**config.mk**
```make
export PLATFORM = sky130hd
export DESIGN_NAME = icache_tag_ram
export DESIGN_NICKNAME = d
export VERILOG_FILES = /design/src/logic/icache_pkg.sv /design/src/logic/icache_tag_ram.sv
export SDC_FILE = /design/constraint.sdc
export NUM_CORES = 1
export LEC_CHECK = 0
export ABC_CLOCK_PERIOD_IN_PS = 5710
export BUFFER_PORTS_ARGS = -buffer_cell sky130_fd_sc_hd__buf_2
export CORE_MARGIN = 2
export CORE_UTILIZATION = 56
export DETAILED_ROUTE_END_ITERATION = 10
export PLACE_DENSITY = 0.77
export RECOVER_POWER = 25
export SKIP_LAST_GASP = 1
export SYNTH_ARGS = -nofsm -noshare
export SYNTH_HDL_FRONTEND = slang
export SYNTH_SLANG_ARGS = --single-unit
```
**constraint.sdc**
```tcl
create_clock -name i_clk -period 5.71 [get_ports i_clk]
set_clock_uncertainty 0.1 [all_clocks]
set_input_delay 0.2855 -clock i_clk [delete_from_list [all_inputs] [get_ports i_clk]]
set_output_delay 0.2855 -clock i_clk [all_outputs]
set_load 0.01 [all_outputs]
```
**src/logic/icache_pkg.sv**
```systemverilog
package icache_pkg;

	localparam int ADDR_W = 32; // one word
	localparam int WAYS = 4;

	typedef logic [ADDR_W-1:0] word_t;
	typedef logic [1:0] way_idx_t;
	typedef logic [WAYS-1:0] way_mask_t;

	// [2] root, [1] leaf of ways 0/1, [0] leaf of ways 2/3
	typedef logic [2:0] plru_t;

	typedef enum logic [2:0] {
		INVALIDATING,
		IDLE,
		REQUEST,
		RECEIVING,
		REFILL
	} refill_state_t;

	typedef struct packed {
		logic valid;
		word_t line_addr; // word address, offset bits zero
	} mem_req_t;

	typedef struct packed {
		logic valid;
		logic last;
		word_t data;
	} mem_resp_t;

endpackage

```
**src/logic/icache_tag_ram.sv**
```systemverilog
`timescale 1ns/1ps

module icache_tag_ram #(
	parameter int LINE_WORDS = 8,
	parameter int SETS = 64,
	localparam int IDX_W = $clog2(SETS),
	localparam int TAG_W = icache_pkg::ADDR_W - IDX_W - $clog2(LINE_WORDS)
) (
	input  logic i_clk,
	input  logic i_rst,
	input  logic i_wen,
	input  logic [IDX_W-1:0] i_waddr,
	input  logic i_wvalid,
	input  logic [TAG_W-1:0] i_wtag,
	input  logic [IDX_W-1:0] i_raddr,
	output logic o_rvalid,
	output logic [TAG_W-1:0] o_rtag
);

	logic valid_mem [SETS];
	logic [TAG_W-1:0] tag_mem [SETS];
	logic bypass;

	assign bypass = i_wen && i_waddr == i_raddr; // write wins over read of same set

	always_ff @(posedge i_clk) begin
		if (i_wen) begin
			valid_mem[i_waddr] <= i_wvalid;
			tag_mem[i_waddr] <= i_wtag;
		end
	end

	always_ff @(posedge i_clk) begin
		if (i_rst) begin
			o_rvalid <= 1'b0;
		end else begin
			o_rvalid <= bypass ? i_wvalid : valid_mem[i_raddr];
		end
	end

	always_ff @(posedge i_clk) begin
		o_rtag <= bypass ? i_wtag : tag_mem[i_raddr];
	end

endmodule

```
Yosys cells after proc, flatten, opt, wreduce, memory -nomap -nowiden
Memory sizes are Yosys's and may differ from the RTL's. A register that Yosys moved wholly into a read port is not among the register bits.
Index checks and enable logic that the tools add are counted.
{ "totals": {"reg_bits": 0, "ram_bits": 1536, "out_inout_bits": 24, "word_cells": 4, "n_memories": 2} }
{ "classes": {"mux": 2} }
{ "memory_table": {"columns": ["name", "depth", "width", "rd", "rd_ports_with_merged_regs", "wr", "line", "rtl"], "rows": [
  ["tag_mem", 64, 23, 1, 1, 1, "icache_tag_ram.sv:21", "logic [TAG_W-1:0] tag_mem [SETS];"],
  ["valid_mem", 64, 1, 1, 1, 1, "icache_tag_ram.sv:20", "logic valid_mem [SETS];"]
]} }
{ "ops": {"columns": ["cell", "count"], "rows": [
  ["$mux 1", 2]
]} }

Logic depth before layout (Yosys ltp)
{ "logic_depth": {"word_depth": 2, "depth_mapped": 8} }

Least setup slack after synthesis
Ideal clock, no wire load.
{ "synth_path": {"path_kind": "register -> output", "from": "register with a tool-made name", "to": "output port o_rtag[10]", "arrival_time_ps": 2418, "slack_ps": 2907, "stages_incl_launch_ff": 7, "n_path_buf": 3, "cell_sequence": "dfxtp_1 clkbuf_1 clkbuf_1 buf_1 mux4_2 mux4_2 mux4_2"} }
{ "synth_lines": {"columns": ["item", "line", "rtl"], "rows": [
  ["end: declaration", "icache_tag_ram.sv:17", "output logic [TAG_W-1:0] o_rtag"]
]} }

==> results.md <==
- Status: finished, violations left
- Critical path fanouts, max: 49
- Crit share post-route: 82.8%
- Multi-input gate area: 0.0123 mm²
- Grt ovf: 0
- IO buf count: 62
- Yosys warnings: 0
- Worst setup EP type: primary output
- CTS clock-pin slew for the worst setup and hold paths: 60 ps
- Slew HR: -85.7%
- PD cells: 350 mW/mm²
- DRT antenna net count: 0
- H-tree depth: 4
- WP data required: 5320 ps
- Clk_lat worst skew: 760 ps
- Peak VDD IR: 0.000350 V
- Post-Syn Instances: 2335
- Yosys reg bits: 1543
- Synthesized cell area: 0.0588 mm²
- Seq/Total Area, Yosys: 78.7%
- Clock Sinks: 1543
- Post-detail-place hpwl: 73.9 mm
- Initial antenna violation count: 6
- Syn_nets: 2374
- Vias in the first global route: 28.7k
- LEAKAGE: 20.2 nW
- Cell family with most CP delay: multiplexers
- # IOs: 63
- Average size of a mapped cell: 25.2 µm²
- Core area: 0.104 mm²
- Number of max-cap violations: 16
- Final Wtd Congestion: 0.794
- Placed cells: 3718
- Critical path's slowest cell: dfxtp_4
- Fin cells: 3986
- Most common cell on crit path: mux4_2
- Worst-Margin Slew: 2780 ps
- FF-to-FF path depth: 6
- CP max stage delay: 950 ps
- CTS max path bufs: 3
- Fmax: 0.212 GHz
- Critical Setup Path Class: reg -> out
- DRT Pass-1 Iters: 8
- Share of cells above drive strength 1: 33.9%
- Worst setup SP type: flip-flop
- RSZ-0062 raised after global routing: no
- Die X: 328 µm
- Post-route DRC: 0
- Gr usage total: 28.6%
- PostCTS Resize Cnt: 0
- Minimum clock period: 4730 ps
- Post-synthesis cell type count: 29
- Die Y: 328 µm
- Die Area: 0.108 mm²
- WP data arrival: 4340 ps
- Final Setup Violations: 0
- DR vias: 28.1k
- Hold Path Depth: 2
- Final Hold Viols: 0
- Sum Neg Setup Slack: 0 ps
- Share of the synthesized area in the top cell type: 78.4%
- First-pass GRT wire length: 213 mm
- Rows: 118
- Max Slew Vio Count: 999
- DRT iter0 DRCs: 4851
- Critical Path, Cell by Cell: buf_4 -> mux4_2 -> mux4_2 -> mux2i_1 -> o21ai_0 -> buf_2
- Total CTS buffers: 142
- Initial Util: 56.7%
- Min-Delay Path Class: in -> reg
- Final #Nets: 2529
- CTS root buf: clkbuf_16
- Failing checks: capacitance limit, slew limit
- Routed Wire Length: 151 mm
- CTS tree: done
- Cell accounting for the most synthesized area: edfxtp_1
- Power Total: 23.1 mW
- Area growth syn-to-layout: 12.1%
- Routed len/inst: 37.8 µm
- Critical path depth: 6
- Fill cells: 6217
- Largest net degree at the start of global routing: 66
- Synth area leaders: edfxtp_1 78%, mux4_2 18%, nor2_1 0.44%
- DR vias/cell: 7.06
- Seq. cell area: 0.0463 mm²
- WP buf/inv: 2
-- routing by layer --
| metal | global-route usage [%] | part of all wire [%] |
|---|---|---|
| met1 | 38.0 | 34 |
| met5 | 0 | 0.023 |
| met4 | 12.7 | 4.9 |
| met3 | 6.57 | 12 |
| met2 | 46.1 | 49 |
-- final cells by class --
cell class | instances | area share [%]
Timing Repair Buffer | 134 | 1.55
Clock inverter | 83 | 1.21
Antenna cell | 2 | 0.00760
Sequential cell | 1543 | 70.2
Clock buffer | 175 | 5.71
Inverter | 1 | 0.00570
Tap cell | 1380 | 2.62
Multi-Input combinational cell | 668 | 18.7
-- flip-flops by register name, indices dropped and copies added, names as in the netlist, named ones only --
signal     cells
o_rvalid       1
tag_mem     1472
valid_mem     64
-- stage by stage --
| step | hold slack (ps) | cell area (µm²) | worst slack, ps | util (%) |
|---|---|---|---|---|
| 4_1_cts | 131 | 65900 | 1000 | 63.5 |
| 2_1_floorplan | 213 | 58800 | 2910 | - |
| 3_5_place_dp | 370 | 61300 | 1840 | 59.0 |
| 3_3_place_gp | 372 | 61300 | 1890 | 59.0 |
| 5_1_grt | 228 | 65900 | 907 | 63.5 |
| 6_report | 236 | 65900 | 983 | 63.5 |
-- cell usage in the layout, fill, tap and decap left out, drive strengths merged, types with 8 or more instances in the layout --
| cell | n |
|---|---|
| clkinv | 62 |
| o21ai | 16 |
| nor2 | 69 |
| mux2i | 16 |
| dlygate4sd3 | 8 |
| bufinv | 11 |
| clkbuf | 195 |
| buf | 106 |
| mux2 | 20 |
| nand2 | 21 |
| edfxtp | 1536 |
| nand3b | 8 |
| mux4 | 481 |
-- kinds of logic after synthesis --
family          after synthesis  synth area share (%)
mux                         517                  19.1
xor+xnor                      6                0.0894
simple gates                121                 0.909
buf+inv                     124                  1.01
flops                      1543                  78.7
compound gates               24                 0.247
-- power by group --
group          leakage [nW]  switching (mW)  total [mW]  internal [mW]
clock network          2.23            4.14        9.37           5.23
logic                  4.06           0.648        1.11          0.461
registers              13.9          0.0699        12.6           12.5
-- final timing paths --
path,startpoint,to,slack [ps]
max,flip-flop,o_rtag[14],980
min,i_raddr[4],flip-flop,240
max reg2reg,valid_mem[6],o_rvalid,3190
min reg2reg,valid_mem[53],o_rvalid,1530
-- Yosys cell counts, drive strengths merged --
cell type     n
o22ai         2
nor2         69
mux2i        16
nand2b        1
mux2         20
nand3b        8
clkbuf       61
xnor2         3
nand3         7
nand2        21
mux4        481
nor4          3
nor3          3
or3b          2
edfxtp     1536
a41oi         2
o21ai        16
o2bb2ai       2
or3           1
nor2b         4
buf          62
inv           1
xor2          3
dfxtp         7
nand4         2
o41ai         2
-- what timing repair did --
action,4_1_cts,5_1_grt
endpoints found under the setup margin,0,0
hold buffers,8,0
endpoints found under the hold margin,7,0
buffers inserted,0,0
No activity file was read; power rests on OpenSTA's default activity.
