## src/logic/icache_pkg.sv

```systemverilog
package icache_pkg;

	localparam int ADDR_W = 32; // one word
	localparam int WAYS = 4;

	typedef logic [ADDR_W-1:0] word_t;
	typedef logic [1:0] way_idx_t;
	typedef logic [WAYS-1:0] way_mask_t;

	// [2] root, [1] leaf of ways 0/1, [0] leaf of ways 2/3
	typedef logic [2:0] plru_t;

	typedef enum logic [2:0] {
		INVALIDATING,
		IDLE,
		REQUEST,
		RECEIVING,
		REFILL
	} refill_state_t;

	typedef struct packed {
		logic valid;
		word_t line_addr; // word address, offset bits zero
	} mem_req_t;

	typedef struct packed {
		logic valid;
		logic last;
		word_t data;
	} mem_resp_t;

endpackage

```

## src/logic/icache_plru.sv

```systemverilog
`timescale 1ns/1ps

module icache_plru #(
	parameter int SETS = 64,
	localparam int IDX_W = $clog2(SETS)
) (
	input  logic i_clk,
	input  logic i_rst,
	input  logic [IDX_W-1:0] i_set,
	input  logic i_touch,
	input  icache_pkg::way_idx_t i_touch_way,
	output icache_pkg::way_idx_t o_victim
);
	import icache_pkg::*;

	plru_t lru_q [SETS];
	plru_t cur;
	plru_t nxt;

	assign cur = lru_q[i_set];

	// root picks the half, then that half's leaf picks the way
	always_comb begin
		if (cur[2]) begin
			o_victim = {1'b1, cur[0]};
		end else begin
			o_victim = {1'b0, cur[1]};
		end
	end

	// point away from the touched way
	always_comb begin
		nxt = cur;
		nxt[2] = ~i_touch_way[1];
		if (i_touch_way[1]) begin
			nxt[0] = ~i_touch_way[0];
		end else begin
			nxt[1] = ~i_touch_way[0];
		end
	end

	always_ff @(posedge i_clk) begin
		if (i_rst) begin
			for (int s = 0; s < SETS; s++) begin
				lru_q[s] <= '0;
			end
		end else if (i_touch) begin
			lru_q[i_set] <= nxt;
		end
	end

endmodule

```

## config.mk

```make
export PLATFORM = sky130hd
export DESIGN_NAME = icache_plru
export DESIGN_NICKNAME = d
export VERILOG_FILES = /design/src/logic/icache_pkg.sv /design/src/logic/icache_plru.sv
export SDC_FILE = /design/constraint.sdc
export NUM_CORES = 1
export LEC_CHECK = 0
export BUFFER_PORTS_ARGS = -buffer_cell sky130_fd_sc_hd__buf_2
export CORE_AREA = 2 2 167 169
export DETAILED_ROUTE_END_ITERATION = 6
export DIE_AREA = 0 0 169 171
export GPL_TIMING_DRIVEN = 0
export PLACE_DENSITY = 0.56
export SYNTH_ARGS = -nofsm -noshare
export SYNTH_HDL_FRONTEND = slang
export SYNTH_SLANG_ARGS = --single-unit
```

## constraint.sdc

```tcl
create_clock -name i_clk -period 5.31 [get_ports i_clk]
set_input_delay 1.062 -clock i_clk [delete_from_list [all_inputs] [get_ports i_clk]]
set_output_delay 1.062 -clock i_clk [all_outputs]
set_load 0.01 [all_outputs]
```

# Yosys cells after proc, flatten, opt, wreduce, memory -nomap -nowiden
# Memory sizes are Yosys's and may differ from the RTL's.
# Index checks and enable logic that the tools add are counted.
[totals] reg_bits=0 ramBits=192 input_bits=11 output_inout_bits=2 wordCells=15 n_memories=1
[memory_table] name="lru_q" depth=64 word_bits=3 read_ports=1 rd_clocked_by_memory_dff=0 write_ports=64 line="icache_plru.sv:16" source="plru_t lru_q [SETS];"
[op_classes] n_mux=11 n_bitwise=2 reduce_logical=1
[op_table] operator="1-bit two-way mux" count=8
[op_table] operator="6-bit two-way mux" count=1
[op_table] operator="3-bit two-way mux" count=1
[op_table] operator="3-bit OR reduction" count=1
[op_table] operator="2-bit two-way mux" count=1
[op_table] operator="1-bit inverter" count=2

# Longest topological paths before layout
# Gate-level depths: netlist (run 1).
[logic_depth] depth_word=5 depth_mapped=10 ltp_nobuf=6

# Least setup slack after synthesis (run 1)
# Ideal clock, no wire load.
[synth_path] kind="input-to-output" start="input i_set[0]" end="output o_victim[0]" t_arrival_ns=2.948 required_time_ns=4.248 path_slack_ns=1.300 stages=9 path_buffers=3 path_cell_list="buf_4 buf_6 buf_6 mux4_2 mux2_2 a22o_1 a21oi_2 a41oi_1 a31o_1"
[synth_via] elab_chain_len=2
[synth_rtl] element="start, declared" line="icache_plru.sv:9" source="input logic [IDX_W-1:0] i_set,"
[synth_rtl] element="memory read 64 x 3 bit"
[synth_rtl] element="2-bit two-way mux" line="icache_plru.sv:24" source="if (cur[2]) begin"
[synth_rtl] element="end, declared" line="icache_plru.sv:12" source="output icache_pkg::way_idx_t o_victim"
# No other way between the ends.

# Worst setup path in the final report (run 1)
[layout_path] start="input i_set[2]" end="output o_victim[0]"
# The elaborated chain is that of the path after synthesis.

==> results_dict.tcl, run 1 <==
set metrics [dict create \
    status "completed" \
    ant_nets 0 \
    routedWlPerCell_um 23.4 \
    tightest_slew_ns 1.39 \
    report.final.hold_viol_count 0 \
    clk_pin_slew_ns 0.07 \
    end_kind "output port" \
    cts_tree "yes" \
    path_class "input pin to output port" \
    layout.core_utilization_pct 37.3 \
    p_leak_nw 3.52 \
    placementRows 61 \
    post_cts_buffers 0 \
    clock-root-buffer "clkbuf_16" \
    cp-startpoint "i_set[2]" \
    fp.coreArea_sq_um 27300 \
    drt-pass1-iter-count 5 \
    start_util_pct 33.3 \
    finalCriticalPeriod_ns 4.83 \
    rsz0062_at_grt "no" \
    cts_hold_buf 0 \
    cts_resized 0 \
    p_per_area_nw_per_um2 328 \
    grt_max_degree 17 \
    antenna_found_initial 0 \
    critPathLaunchType "input pin" \
    reg2regPathDepth 8 \
    yosysUniqueCellTypes 41 \
    die_area_sq_um 28900 \
    synth_ff_type "edfxtp_1" \
    reg_top3 "lru_q (192)" \
    fin_nets 763 \
    ys_async_sr_fraction_pct 0 \
    avgSynthCellArea_sq_um 12.6 \
    clk_latency_ns 0.44 \
    hold_ws_ns 1.13 \
    antenna_cells 0 \
    syn_nets 732 \
    finalSetupTns_ns 0 \
    synth_cells 721 \
    synth-seq-area-share_pct 63.3 \
    drcViolationCount 0 \
    final_cell_mix "204 x nor2_1, 192 x edfxtp_1, 83 x nand2_1" \
    maxSlewViolCount 0 \
    gp_congestion 0.871 \
    fin_worst_skew_ns 0.0110 \
    setup_viol 0 \
    clkSinkCount 192 \
    largest_register_ffs 192 \
    wirelength_um 26000 \
    slew_headroom_pct 6.70 \
    grt_first_pass_wirelength_um 38300 \
    max_freq_ghz 0.207 \
    die_x_um 169 \
    crit_arrival_ns 3.76 \
    hold_start "i_touch_way[1]" \
    hpwl_um 18300 \
    drive_gt1_share_pct 15.7 \
    hold_depth 3 \
    die_h_um 171 \
    grt_pass1_vias 6007 \
    totalPowerFinal_w 0.00334 \
    synth_edf_count 192 \
    via_count 5912 \
    finalCritPeriodShare_pct 90.9 \
    syn2layout_area_growth_pct 11.9 \
    fillCellCount 2657 \
    maxCapViolations 0 \
    grt_remaining_overflow 0 \
    ios 13 \
    drtIter0Drc 677 \
    ys_ff_latch 192 \
    avgViaCountPerCell 5.33 \
    htree_levels 4 \
    top_register "lru_q" \
    port_buffers 10 \
    reg2reg_from "lru_q[13][0]$_SDFFCE_PN0P_" \
    track_usage_pct 18.6 \
    hp-class "input pin to flip-flop" \
    synth.yosys.warnings 0 \
    crit_fanout 10 \
    cts_buffers 17 \
    syn_area_sq_um 9100 \
    clock_path_buffers 2 \
    crit_required_ns 4.25 \
    final_common_cell "nor2_1" \
    irDropWorstVdd_v 0.000163 \
]
per-layer routing:
metal / global-route usage (%) / share of wire [%] / vias up
li1: - / - / 2644
met1: 24.5 / 41 / 2947
met2: 30.3 / 48 / 277
met3: 4.26 / 8.2 / 44
met4: 6.91 / 2.5 / 0
met5: 0 / 0 / -
critical path, stage by stage:
cell and delay (ns):
buf_2 0.32, buf_2 0.44, buf_2 0.38, mux2_2 0.40, nand2_1 0.07, o21ai_0 0.08, a221oi_1 0.39, and3_1 0.23
a31o_1 0.21, buf_2 0.16
area by class of cell:
type | instances | area, sq um | share of cell area, %
buffer | 53 | 315 | 3.10
clock buffer | 17 | 425 | 4.18
clock inverter | 14 | 141 | 1.39
inverter | 3 | 11.3 | 0.111
multi-input combinational | 473 | 3020 | 29.7
sequential | 192 | 5770 | 56.6
tap | 346 | 433 | 4.25
timing repair buffer | 12 | 72.6 | 0.712
cells by family after synthesis:
group / after synthesis / synth area share, %
multiplexers: 51 / 11.1
buffers and inverters: 56 / 3.59
flip-flops: 192 / 63.3
AND/OR/NAND/NOR: 383 / 18.6
AO/OA/AOI/OAI: 39 / 3.39
synthesized netlist by cell type (8+ instances only):
| master | n | area [sq um] |
|---|---|---|
| a221oi_1 | 12 | 105 |
| edfxtp_1 | 192 | 5770 |
| mux4_2 | 39 | 878 |
| buf_6 | 10 | 113 |
| buf_2 | 9 | 45.0 |
| nand2b_1 | 59 | 369 |
| a22oi_1 | 8 | 60.1 |
| nand2_1 | 83 | 312 |
| nand3_1 | 9 | 45.0 |
| nor2_1 | 204 | 766 |
| clkbuf_1 | 23 | 86.3 |
| buf_4 | 8 | 60.1 |
path summary, 6_finish.rpt:
path / to / slack [ns]
min reg2reg: lru_q[15][1]$_SDFFCE_PN0P_ / 1.42
max reg2reg: lru_q[35][0]$_SDFFCE_PN0P_ / 2.64
max: o_victim[0] / 0.48
min: lru_q[15][1]$_SDFFCE_PN0P_ / 1.13
stage by stage:
step | worst slack [ns] | area (sq um) | std cells
floorplan | 1.30 | 9100 | 721
global placement | 0.354 | 9590 | 1077
detailed placement | 0.519 | 9620 | 1079
CTS | 0.512 | 10200 | 1110
global route | 0.321 | 10200 | 1110
finish | 0.484 | 10200 | 1110
report_power, final:
part / internal [W] / switching, W
clock: 0.000691 / 0.000578
sequential: 0.00172 / 0.0000217
combinational: 0.000114 / 0.000212
total: 0.00253 / 0.000812
Note: power is estimated with default switching activity, not from simulation.
==> run 2, diff against run 1 <==
--- a/config.mk
+++ b/config.mk
@@ -12,3 +12,2 @@
 export GPL_TIMING_DRIVEN = 0
-export PLACE_DENSITY = 0.56
 export SYNTH_ARGS = -nofsm -noshare
==> constraint.sdc (replaced) <==
create_clock -name i_clk -period 5.31 [get_ports i_clk]
set_input_delay 0.7965 -clock i_clk [delete_from_list [all_inputs] [get_ports i_clk]]
set_output_delay 0.7965 -clock i_clk [all_outputs]
set_load 0.01 [all_outputs]
==> run 2 against run 1 <==
  * Sequential share of layout area about the same
  * Combinational power hardly changed
  * Largest power group unchanged
  * Sequential cell count did not move
  * Wire length fell by 1.9%
==> results_dict.tcl, run 2 (synthesis gave the netlist of run 1 again) <==
set metrics [dict create \
    clock-root-buffer "clkbuf_16" \
    grt_remaining_overflow 0 \
    antenna_found_initial 0 \
    power_frac_seq_pct 52.0 \
    max_freq_ghz 0.231 \
    cts_buffers 17 \
    hpwl_um 17800 \
    htree_levels 4 \
    p_comb_share_pct 9.7 \
    via_count 5989 \
    drcViolationCount 0 \
    drtIter0Drc 781 \
    post_cts_buffers 0 \
    antenna_cells 0 \
    grt_first_pass_wirelength_um 37500 \
    cts_tree "yes" \
    finalWorstSetupSlack_ns 0.989 \
    cts_resized 0 \
    gp_congestion 0.893 \
    crit_fanout 10 \
    status "completed" \
    fin_worst_skew_ns 0.0126 \
    finalCriticalPeriod_ns 4.32 \
    hp-class "input pin to flip-flop" \
    setup_viol 0 \
    drt-pass1-iter-count 7 \
    wirelength_um 25500 \
    placementRows 61 \
    slew_headroom_pct 10.9 \
    critPathLaunchType "input pin" \
    p_sw_w 0.000852 \
    pre_cts_slack_ns 1.05 \
    routedWlPerCell_um 22.9 \
    finalSetupTns_ns 0 \
    irDropWorstVdd_v 0.000161 \
    maxSlewViolCount 0 \
    port_buffers 10 \
    tightest_slew_ns 1.33 \
    die_area_sq_um 28900 \
    final_cell_mix "204 x nor2_1, 192 x edfxtp_1, 83 x nand2_1" \
    internal_power_w 0.00250 \
    fp.coreArea_sq_um 27300 \
    largest_register_ffs 192 \
    ios 13 \
    ant_nets 0 \
    clk_pin_slew_ns 0.07 \
    totalPowerFinal_w 0.00335 \
    final_common_cell "nor2_1" \
    die_h_um 171 \
    crit_required_ns 4.51 \
    p_leak_nw 3.52 \
    top_register "lru_q" \
    track_usage_pct 18.2 \
    path_class "input pin to output port" \
    grt_max_degree 19 \
    die_x_um 169 \
    clk_latency_ns 0.45 \
    switching_share_pct 25.4 \
    drive_gt1_share_pct 15.9 \
    rsz0062_at_grt "no" \
    layout.core_utilization_pct 37.3 \
    start_util_pct 33.3 \
    end_kind "output port" \
    reg_top3 "lru_q (192)" \
    clkSinkCount 192 \
    report.final.hold_viol_count 0 \
    clockPowerShare_pct 38.3 \
    finalCritPeriodShare_pct 81.4 \
    cts_hold_buf 0 \
    clock_path_buffers 2 \
    maxCapViolations 0 \
    crit_arrival_ns 3.52 \
    grt_pass1_vias 5874 \
    p_per_area_nw_per_um2 329 \
    fin_nets 763 \
    avgViaCountPerCell 5.39 \
    syn2layout_area_growth_pct 12.0 \
]
## run 2: per-layer routing
metal | global-route usage, % | share of wire (%) | wire [um] | vias to the layer above
li1 | - | - | - | 2668
met3 | 3.61 | 7.5 | 1900 | 54
met1 | 24.3 | 42 | 10700 | 3013
met4 | 6.54 | 3.2 | 805 | 0
met2 | 29.7 | 47 | 12100 | 254
met5 | 0 | 0 | 0 | -
## run 2: path summary, 6_finish.rpt
check             slack (ns)                       start                          to  depth (start not counted)
hold reg to reg         1.32  lru_q[14][1]$_SDFFCE_PN0P_  lru_q[14][1]$_SDFFCE_PN0P_                          6
setup reg to reg        2.69  lru_q[55][1]$_SDFFCE_PN0P_  lru_q[35][1]$_SDFFCE_PN0P_                          7
setup / recovery        0.99                    i_set[2]                 o_victim[0]                         10
hold / removal          0.89              i_touch_way[1]  lru_q[14][1]$_SDFFCE_PN0P_                          3
## run 2: layout make-up
class / instances / area [sq um]
Clock inverter: 14 / 144
Multi-Input combinational cell: 473 / 3020
Clock buffer: 18 / 429
Buffer: 53 / 315
Inverter: 3 / 11.3
Sequential cell: 192 / 5770
Fill cell: 2665 / 17100
Timing Repair Buffer: 12 / 72.6
Tap cell: 346 / 433
## run 2: power groups by stage
stage / registers, W / clock network [W] / logic [W]
CTS: 0.00175 / 0.00128 / 0.000322
finish: 0.00174 / 0.00128 / 0.000325
global placement: 0.00178 / 0 / 0.000319
detailed placement: 0.00178 / 0 / 0.000322
floorplan: 0.00176 / 0 / 0.000210
global route: 0.00175 / 0.00134 / 0.000342
## run 2: worst max-delay path, cell delays in order
cell and delay [ns]:
buf_2 0.32, buf_2 0.44, buf_2 0.39, mux2_2 0.41, nand2_1 0.07, o21ai_0 0.07
a221oi_1 0.37, and3_1 0.23, a31o_1 0.22, buf_2 0.16
## run 2: metrics by stage
| step | hold WS, ns | cells | cell area, sq um |
|---|---|---|---|
| 3_5_place_dp | 1.27 | 1079 | 9620 |
| 6_report | 0.886 | 1111 | 10200 |
| 4_1_cts | 0.877 | 1111 | 10200 |
| 3_3_place_gp | 1.25 | 1077 | 9590 |
| 2_1_floorplan | 1.05 | 721 | 9100 |
| 5_1_grt | 0.881 | 1111 | 10200 |
