### src/logic/icache_pkg.sv
package icache_pkg;

	localparam int ADDR_W = 32; // one word
	localparam int WAYS = 4;

	typedef logic [ADDR_W-1:0] word_t;
	typedef logic [1:0] way_idx_t;
	typedef logic [WAYS-1:0] way_mask_t;

	// [2] root, [1] leaf of ways 0/1, [0] leaf of ways 2/3
	typedef logic [2:0] plru_t;

	typedef enum logic [2:0] {
		INVALIDATING,
		IDLE,
		REQUEST,
		RECEIVING,
		REFILL
	} refill_state_t;

	typedef struct packed {
		logic valid;
		word_t line_addr; // word address, offset bits zero
	} mem_req_t;

	typedef struct packed {
		logic valid;
		logic last;
		word_t data;
	} mem_resp_t;

endpackage

### src/logic/icache_refill.sv
`timescale 1ns/1ps

module icache_refill #(
	parameter int LINE_WORDS = 8,
	parameter int SETS = 64,
	localparam int IDX_W = $clog2(SETS),
	localparam int OFF_W = $clog2(LINE_WORDS),
	localparam int TAG_W = icache_pkg::ADDR_W - IDX_W - OFF_W
) (
	input  logic i_clk,
	input  logic i_rst,
	input  logic i_miss,
	input  icache_pkg::word_t i_miss_addr,
	input  icache_pkg::way_idx_t i_victim,
	input  logic i_inval,
	input  icache_pkg::word_t i_inval_addr,
	input  icache_pkg::mem_resp_t i_mem_resp,
	output logic o_busy,
	output icache_pkg::mem_req_t o_mem_req,
	output icache_pkg::way_mask_t o_tag_wen,
	output logic [IDX_W-1:0] o_tag_waddr,
	output logic o_tag_wvalid,
	output logic [TAG_W-1:0] o_tag_wtag,
	output icache_pkg::way_mask_t o_data_wen,
	output logic [IDX_W+OFF_W-1:0] o_data_waddr,
	output logic o_fwd_valid,
	output icache_pkg::word_t o_fwd_data
);
	import icache_pkg::*;

	refill_state_t state_q;
	refill_state_t state_d;
	logic [IDX_W-1:0] sweep_cnt;
	logic [OFF_W-1:0] word_cnt;
	word_t miss_addr;
	way_mask_t victim_mask;
	logic [IDX_W-1:0] miss_set;
	logic inval_take;
	logic inval_q;
	logic [IDX_W-1:0] inval_set;
	logic word_in;

	assign miss_set = miss_addr[OFF_W +: IDX_W];
	assign word_in = state_q == RECEIVING && i_mem_resp.valid;
	assign inval_take = i_inval && state_q == IDLE && !i_miss; // ignored while stalled

	always_comb begin
		state_d = state_q;
		case (state_q)
			INVALIDATING: begin
				if (sweep_cnt == IDX_W'(SETS - 1)) begin
					state_d = IDLE;
				end
			end
			IDLE: begin
				if (i_miss) begin
					state_d = REQUEST;
				end
			end
			REQUEST: state_d = RECEIVING;
			RECEIVING: begin
				if (word_in && i_mem_resp.last) begin
					state_d = REFILL;
				end
			end
			REFILL: state_d = IDLE;
			default: state_d = INVALIDATING;
		endcase
	end

	always_ff @(posedge i_clk) begin
		if (i_rst) begin
			state_q <= INVALIDATING;
			sweep_cnt <= '0;
			word_cnt <= '0;
			inval_q <= 1'b0;
		end else begin
			state_q <= state_d;
			inval_q <= inval_take;
			if (state_q == INVALIDATING) begin
				sweep_cnt <= sweep_cnt + 1'b1;
			end
			if (state_q == REQUEST) begin
				word_cnt <= '0;
			end else if (word_in) begin
				word_cnt <= word_cnt + 1'b1; // line always starts at word 0
			end
		end
	end

	always_ff @(posedge i_clk) begin
		if (state_q == IDLE && i_miss) begin
			miss_addr <= i_miss_addr;
			victim_mask <= way_mask_t'(1) << i_victim;
		end
		if (inval_take) begin
			inval_set <= i_inval_addr[OFF_W +: IDX_W];
		end
	end

	assign o_busy = state_q != IDLE;
	assign o_mem_req.valid = state_q == REQUEST;
	assign o_mem_req.line_addr = {miss_addr[ADDR_W-1:OFF_W], {OFF_W{1'b0}}};

	// sweep, new tag, or hit-invalidate of all ways
	always_comb begin
		o_tag_wen = '0;
		o_tag_waddr = inval_set;
		o_tag_wvalid = 1'b0;
		o_tag_wtag = miss_addr[ADDR_W-1 -: TAG_W];
		if (state_q == INVALIDATING) begin
			o_tag_wen = '1;
			o_tag_waddr = sweep_cnt;
		end else if (state_q == REFILL) begin
			o_tag_wen = victim_mask;
			o_tag_waddr = miss_set;
			o_tag_wvalid = 1'b1;
		end else if (inval_q) begin
			o_tag_wen = '1;
		end
	end

	assign o_data_wen = word_in ? victim_mask : '0;
	assign o_data_waddr = {miss_set, word_cnt};
	assign o_fwd_valid = word_in && word_cnt == miss_addr[OFF_W-1:0];
	assign o_fwd_data = i_mem_resp.data;

endmodule

### config.mk
export PLATFORM = sky130hd
export DESIGN_NAME = icache_refill
export DESIGN_NICKNAME = d
export VERILOG_FILES = /design/src/logic/icache_pkg.sv /design/src/logic/icache_refill.sv
export SDC_FILE = /design/constraint.sdc
export NUM_CORES = 1
export LEC_CHECK = 0
export CAP_MARGIN = 5
export CORE_AREA = 2 2 87 89
export CTS_CLUSTER_DIAMETER = 50
export DETAILED_ROUTE_END_ITERATION = 10
export DIE_AREA = 0 0 89 91
export DONT_BUFFER_PORTS = 1
export RECOVER_POWER = 25
export SYNTH_ARGS = -nofsm -noshare
export SYNTH_HDL_FRONTEND = slang
export SYNTH_SLANG_ARGS = --single-unit
### constraint.sdc
create_clock -name i_clk -period 3.9 [get_ports i_clk]
set_clock_uncertainty 0.15 [all_clocks]
set_input_delay 0.78 -clock i_clk [delete_from_list [all_inputs] [get_ports i_clk]]
set_output_delay 0.78 -clock i_clk [all_outputs]
set_load 0.05 [all_outputs]
======== Word level (Yosys, flattened, before mapping) ========
Cells that the tools add are included.
storage, ports and cells
  flip-flop bits (word level) ............. 55
  latch bits .............................. 0
  bits in writable memories ............... 0
  bits in read-only memories .............. 0
  logic and storage cells ................. 42
  memories kept ........................... 0
cells by class
  $add $sub $neg .......................... 2
  multipliers ............................. 0
  divide/modulo/power cells ............... 0
  $lt $le $gt $ge ......................... 0
  eq/ne operators ......................... 10
  shift-type cells ........................ 1
  multiplexer cells ....................... 12
  bitwise logic cells ..................... 0
  reductions and logical operators ........ 10
operator list
  cell                 number
  $mux 4               4
  $pmux 3 s5           1
  $mux 6               2
  $mux 3               3
  $add 6x1->6 const B  1
  $eq 3x2->1 const B   2
  $eq 6x6->1 const B   1
  $logic_and 1x1->1    6
  $ne 2x2->1 const B   2
  $shl 1x2->4 const A  1
  $add 3x1->3 const B  1
  $eq 3x1->1 const B   1
  $eq 3x3->1           1
  $eq 3x3->1 const B   1
  $logic_not 3->1      1
  $ne 3x1->1 const B   1
  $reduce_and 3->1     1
  $mux 1               2
  $ne 2x1->1 const B   1
  $reduce_or 2->1      1
  $logic_not 1->1      1

======== Depth between registers and ports, before layout ========
Gate-level depths: netlist of the first run.
  word-level depth ........................ 5
  depth in mapped cells ................... 5
  mapped depth without buffers ............ 4

======== Worst setup path before layout of the first run ========
No wires, ideal clock.
  kind .................................... input to output
  from .................................... in i_mem_resp[33] in the netlist's numbering
  to ...................................... out o_fwd_valid
  arrival ................................. 2.512 ns
  data required time ...................... 2.970 ns
  slack ................................... 0.458 ns
  cell stages on the path ................. 2
  path buffers ............................ 0
  path through ............................ nand4b_1 nor4_1
on the way
  longest elaborated chain between the ends .. 2
ends and longest elaborated chain
  item                RTL line              source
  start: declaration  icache_refill.sv:17   input icache_pkg::mem_resp_t i_mem_resp,
  $logic_and 1x1->1   icache_refill.sv:44   assign word_in = state_q == RECEIVING && i_mem_resp.valid;
  $logic_and 1x1->1   icache_refill.sv:125  assign o_fwd_valid = word_in && word_cnt == miss_addr[OFF_W-1:0];
  end: declaration    icache_refill.sv:26   output logic o_fwd_valid,
No other way between the ends.

======== Final worst setup path of the first run ========
  from .................................... reg state_q[2]
  to ...................................... out o_fwd_valid
on the way
  longest elaborated chain between the ends .. 3
ends and longest elaborated chain
  item                      RTL line              source
  start: declaration        icache_refill.sv:31   refill_state_t state_q;
  start signal: assignment  icache_refill.sv:78   state_q <= state_d;
  $eq 3x2->1                icache_refill.sv:44
  $logic_and 1x1->1         icache_refill.sv:44
  $logic_and 1x1->1         icache_refill.sv:125
No other way between the ends.

==> results of run 1 <==
## per-stage QoR
stage	worst slack (ns)	power, mW
after floorplan	0.458	0.764
after global placement	1.44	0.678
after detailed placement	1.43	0.678
after CTS	1.13	1.00
after global routing	1.05	1.03
final	1.17	0.986
## placed cells by master, fill, tap and decap left out, types with 2 or more instances in the layout
master    count
xor2_1        3
nor2_1       11
nor4b_1       2
ha_1          2
edfxtp_1     42
conb_1        3
a21oi_1      12
and2_1        5
mux2i_1       7
buf_4        14
o21ai_0       5
nand3_1       3
nor2b_1       2
nor3_1        4
xnor2_1       2
dfxtp_1      13
inv_1         3
clkbuf_8      5
nand2_1       6
or3_1         5
o22a_1        4
## layer usage
layer	vias up	wire length [um]	GRT usage, %
met5	-	0	0
met4	0	142	4.73
met3	17	758	7.73
met2	88	2370	18.5
met1	588	1650	12.4
li1	590	-	-
## cell families (layout without fill, tap and decap cells)
family / count (synthesis) / in the layout / share of synthesized area (%)
adders and majority gates: 2 / 2 / 0.891
xor gates and xnor gates: 5 / 5 / 1.56
other: 1 / 3 / 0.134
and+or+nand+nor: 47 / 47 / 9.27
muxes: 7 / 7 / 2.49
DFF: 55 / 55 / 54.2
AOI/OAI and AO/OA: 25 / 25 / 5.39
buffers and inverters: 102 / 25 / 26.1
## layout make-up
class                   count  share of cell area [%]
repair buffers             14                    4.34
flip-flops and latches     55                    62.8
well taps                  99                    5.11
clock inverters             2                   0.620
clock buffers               6                    2.99
multi-input cells          89                    23.7
inverters                   3                   0.465
## flip-flops by register name, summed over array words and instances, names as in the netlist
register / cells
state_q: 3
victim_mask: 4
sweep_cnt: 6
inval_q: 1
inval_set: 6
word_cnt: 3
miss_addr: 32
## how the worst max path moves through the flow
stage / from / slack, ns / endpoint / cells after the start
after floorplan: i_mem_resp[33] / 0.46 / o_fwd_valid / 2
after global placement: i_mem_resp[33] / 1.44 / o_data_wen[2] / 2
after detailed placement: i_mem_resp[33] / 1.43 / o_fwd_valid / 3
after CTS: state_q[2] / 1.13 / o_tag_wen[2] / 2
after global routing: state_q[2] / 1.05 / o_tag_wen[2] / 2
final: state_q[2] / 1.17 / o_fwd_valid / 3
## power groups by stage
stage	Clock (mW)	Sequential (mW)	Combinational, mW
finish	0.321	0.634	0.0305
global route	0.360	0.635	0.0337
CTS	0.339	0.634	0.0307
detailed placement	0	0.648	0.0306
global placement	0	0.648	0.0305
floorplan	0	0.647	0.117
## worst max-delay path: cells and delay by family (launching register included)
kind | cells | cell delay (ns)
and+or+nand+nor | 2 | 0.72
buffers and inverters | 1 | 0.23
DFF | 1 | 0.54
==> flow_metrics.env, run 1 <==
export IMPL_status="finished, final reports clean"
export IMPL_pwr_share_comb_pct=3.1
export IMPL_place_area_um2=2340
export IMPL_ctsLongestPathBuffers=2
export IMPL_die_area_um2=8100
export IMPL_die_x_um=89
export IMPL_rrSetupSlack_ns=1.48
export IMPL_hp_class="reg -> reg"
export IMPL_antenna_found_initial=0
export IMPL_maxSlewHeadroom_pct=31.8
export IMPL_drt_antenna_violating_nets=0
export IMPL_fin_util_pct=34.0
export IMPL_cp_cell_sequence="nand4b_1 -> nor4_2 -> buf_4"
export IMPL_p_seq_share_pct=64.3
export IMPL_via_count=1283
export IMPL_slew_violations=0
export IMPL_post_cts_buffers=0
export IMPL_synth_cell_types=34
export IMPL_dp_hpwl_um=3610
export IMPL_drive_above_1_share_pct=14.2
export IMPL_synth_warnings=0
export IMPL_nNetsFinal=274
export IMPL_ctsHtreeMaxLevel=2
export IMPL_diodes=0
export IMPL_grt_pass1_wl_um=7060
export IMPL_rsz0062_at_grt="no"
export IMPL_synth_area_leaders="edfxtp_1, buf_4, dfxtp_1"
export IMPL_grt_pass1_vias=1345
export IMPL_insertion_delay_ns=0.31
export IMPL_synthArstFlopShare_pct=0
export IMPL_grt_overflow=0
export IMPL_final_cell_area_um2=2420
export IMPL_crit_path_end_kind="output port"
export IMPL_fp_dieH_um=91
export IMPL_cts_sinks=55
export IMPL_critPathSlowestCell="dfxtp_1"
export IMPL_fmax_mhz=367
export IMPL_route_detailed_drc=0
export IMPL_start_util_pct=39.4
export IMPL_synth_flop_cell="edfxtp_1"
export IMPL_rows=31
export IMPL_drtIter0Drc=59
export IMPL_period_needed_ns=2.73
export IMPL_fill_cells=739
export IMPL_required_ns=2.97
export IMPL_p_int_uw=771
export IMPL_critical_path_class="reg -> out"
export IMPL_track_usage_pct=11.8
export IMPL_multi_input_area_um2=574
export IMPL_fp_coreArea_um2=7140
export IMPL_ir_worst_vdd_mv=0.134
export IMPL_holdWs_ns=0.348
export IMPL_cts_resized=0
export IMPL_wl_per_cell_um=18.4
export IMPL_setup_viol=0
export IMPL_hold_violations=0
export IMPL_dr_pass1_iters=4
export IMPL_cp_max_fo=16
export IMPL_r2r_start="state_q[2]"
export IMPL_syn_to_final_growth_pct=-13.7
export IMPL_worst_setup_path_start_kind="flop"
export IMPL_syn_area_um2=2810
export IMPL_synth_edf_count=42
export IMPL_worstHoldStart="sweep_cnt[1]"
export IMPL_synth_largest_area_cell="edfxtp_1"
export IMPL_ctsHoldBuffers=0
export IMPL_min_period_over_period_pct=69.9
export IMPL_via_per_inst=4.79
export IMPL_instances_no_fill=268
export IMPL_min_path_cells=2
export IMPL_post_place_cells=260
export IMPL_regToRegEndpoint="inval_set[0]"
export IMPL_portBuffers=0
export IMPL_crit_arrival_ns=1.80
export IMPL_ys_seq_elements=55
export IMPL_r2r_cells=3
export IMPL_cts_clk_slew_worst_paths_ns=0.11
export IMPL_root_buffer="clkbuf_8"
export IMPL_gp_congestion=0.681
export IMPL_p_clk_share_pct=32.6
export IMPL_worst_pin_slew_ns=1.02
export IMPL_whs_endpoint="sweep_cnt[1]"
export IMPL_regArea_um2=1520
export IMPL_cts_tree="done"
export IMPL_drt_wl_total_um=4920
export IMPL_synthTopCellsByCount="buf_4, edfxtp_1, dfxtp_1"
export IMPL_power_density_nw_per_um2=407
export IMPL_synth_top_area_share_pct=44.9
export IMPL_numCtsBuffers=5
export IMPL_p_leak_nw=0.808
export IMPL_seq_area_frac_synth_pct=54.2
export IMPL_maxCapViolCount=0
export IMPL_critPathMaxStageDelay_ns=0.54
export IMPL_p_sw_uw=215
export IMPL_num_io_pins=218
export IMPL_yosysMostFrequentCell="buf_4"
export IMPL_setup_tns_final_ns=0
export IMPL_syn_avg_cell_area_um2=11.5
export IMPL_swShare_pct=21.8
export IMPL_grt_max_degree=37
export IMPL_synthesis_instances=244
Note: power is estimated with default switching activity, not from simulation.
==> inputs of run 2 (changes only) <==
==> constraint.sdc (replaced) <==
create_clock -name i_clk -period 2.3 [get_ports i_clk]
set_clock_uncertainty 0.15 [all_clocks]
set_input_delay 0.46 -clock i_clk [delete_from_list [all_inputs] [get_ports i_clk]]
set_output_delay 0.46 -clock i_clk [all_outputs]
set_load 0.05 [all_outputs]
==> run 2 against run 1 <==
Against the previous run:
- utilization increased by 5.4 points
- wire length decreased by 0.30%
- die area unchanged
- critical path type unchanged
- critical endpoint unchanged
- highest routed layer unchanged
==> flow_metrics.env, run 2 (synthesis gave the netlist of run 1 again) <==
export IMPL_min_path_cells=1
export IMPL_wl_per_cell_um=15.4
export IMPL_grt_overflow=0
export IMPL_hold_violations=0
export IMPL_required_ns=1.69
export IMPL_p_int_mw=1.30
export IMPL_dp_slack_ns=0.251
export IMPL_insertion_delay_ns=0.30
export IMPL_whs_endpoint="sweep_cnt[5]"
export IMPL_route_detailed_drc=0
export IMPL_p_total_mw=1.64
export IMPL_cts_tree="done"
export IMPL_ctsLongestPathBuffers=2
export IMPL_p_sw_uw=336
export IMPL_r2r_start="state_q[2]"
export IMPL_post_cts_buffers=0
export IMPL_track_usage_pct=12.1
export IMPL_worstHoldStart="i_rst"
export IMPL_slew_violations=0
export IMPL_grt_pass1_wl_um=7450
export IMPL_crit_path_end_kind="output port"
export IMPL_top_register="miss_addr"
export IMPL_rsz0062_at_grt="no"
export IMPL_worst_pin_slew_ns=0.849
export IMPL_grt_pass1_vias=1496
export IMPL_ctsHtreeMaxLevel=2
export IMPL_diodes=0
export IMPL_power_density_nw_per_um2=584
export IMPL_root_buffer="clkbuf_8"
export IMPL_die_area_um2=8100
export IMPL_fp_dieH_um=91
export IMPL_hp_class="in -> reg"
export IMPL_portBuffers=0
export IMPL_dr_pass1_iters=4
export IMPL_r2r_cells=3
export IMPL_dp_hpwl_um=3620
export IMPL_maxCapViolCount=0
export IMPL_status="finished, final reports clean"
export IMPL_num_io_pins=218
export IMPL_layout_commonest_cell="buf_4"
export IMPL_crit_arrival_ns=1.53
export IMPL_final_cell_area_um2=2810
export IMPL_grt_max_degree=37
export IMPL_ir_worst_vdd_mv=0.292
export IMPL_syn_to_final_growth_pct=-0.0891
export IMPL_fp_coreArea_um2=7140
export IMPL_p_seq_share_pct=65.6
export IMPL_min_period_over_period_pct=93.2
export IMPL_gp_congestion=0.681
export IMPL_fmax_mhz=467
export IMPL_pwr_share_comb_pct=3.1
export IMPL_drive_above_1_share_pct=33.8
export IMPL_place_area_um2=2720
export IMPL_cts_clk_slew_worst_paths_ns=0.10
export IMPL_start_util_pct=39.4
export IMPL_drtIter0Drc=52
export IMPL_final_cell_mix="buf_4, edfxtp_1, a21oi_1"
export IMPL_cts_sinks=55
export IMPL_largest_register_ffs=32
export IMPL_via_count=1488
export IMPL_critical_path_class="reg -> out"
export IMPL_setup_tns_final_ns=0
export IMPL_p_leak_nw=1.05
export IMPL_maxSlewHeadroom_pct=43.4
export IMPL_drt_wl_total_um=4910
export IMPL_nNetsFinal=324
export IMPL_swShare_pct=20.5
export IMPL_worst_setup_path_start_kind="flop"
export IMPL_fin_ws_ns=0.157
export IMPL_rrSetupSlack_ns=0.29
export IMPL_setup_viol=0
export IMPL_cp_max_fo=12
export IMPL_antenna_found_initial=0
export IMPL_rows=31
export IMPL_p_clk_share_pct=31.2
export IMPL_top_regs="miss_addr (32), inval_set (6), sweep_cnt (6)"
export IMPL_numCtsBuffers=5
export IMPL_regToRegEndpoint="miss_addr[6]"
export IMPL_via_per_inst=4.68
export IMPL_die_x_um=89
export IMPL_period_needed_ns=2.14
export IMPL_drt_antenna_violating_nets=0
run 2: layout make-up:
| cell class | instances | area, um2 |
|---|---|---|
| inverters | 3 | 11.3 |
| well taps | 99 | 124 |
| fillers | 713 | 4330 |
| clock buffers | 8 | 80.1 |
| flip-flops and latches | 55 | 1520 |
| multi-input cells | 89 | 574 |
| repair buffers | 64 | 493 |
run 2: worst max-delay path by stage:
stage / startpoint / end / slack [ns] / cells after the start
floorplan: state_q[1] / o_tag_waddr[1] / -0.24 / 5
global placement: state_q[2] / miss_addr[18] / 0.30 / 3
detailed placement: state_q[2] / miss_addr[17] / 0.25 / 3
CTS: state_q[0] / o_fwd_valid / 0.001 / 3
global route: state_q[0] / o_fwd_valid / 0.03 / 3
finish: state_q[0] / o_fwd_valid / 0.16 / 3
run 2: power by group through the flow:
stage | clock network (mW) | logic [mW] | registers (mW)
2_1_floorplan | 0 | 0.198 | 1.10
6_report | 0.512 | 0.0514 | 1.08
3_3_place_gp | 0 | 0.0517 | 1.10
3_5_place_dp | 0 | 0.0515 | 1.10
5_1_grt | 0.574 | 0.0566 | 1.08
4_1_cts | 0.538 | 0.0517 | 1.08
run 2: layer usage:
metal | wire length (um) | global-route usage, %
met1 | 1830 | 13.1
met2 | 2420 | 20.1
met3 | 511 | 5.09
met4 | 142 | 5.22
met5 | 0 | 0
run 2: what timing repair did:
action                     CTS  global route
gates resized for setup      0             2
hold buffers                 0             0
setup endpoints to repair    0             5
run 2: critical path: stages (launching register included):
cell,delay [ns]
dfxtp_2,0.45
nand4b_1,0.24
nor4_2,0.31
buf_4,0.23
run 2: metrics by stage:
step	hold WS (ns)	util (%)	cells
floorplan	0.314	-	246
global placement	0.324	38.2	310
detailed placement	0.334	38.2	310
CTS	0.0466	39.3	318
global route	0.0361	39.3	318
finish	0.0636	39.3	318
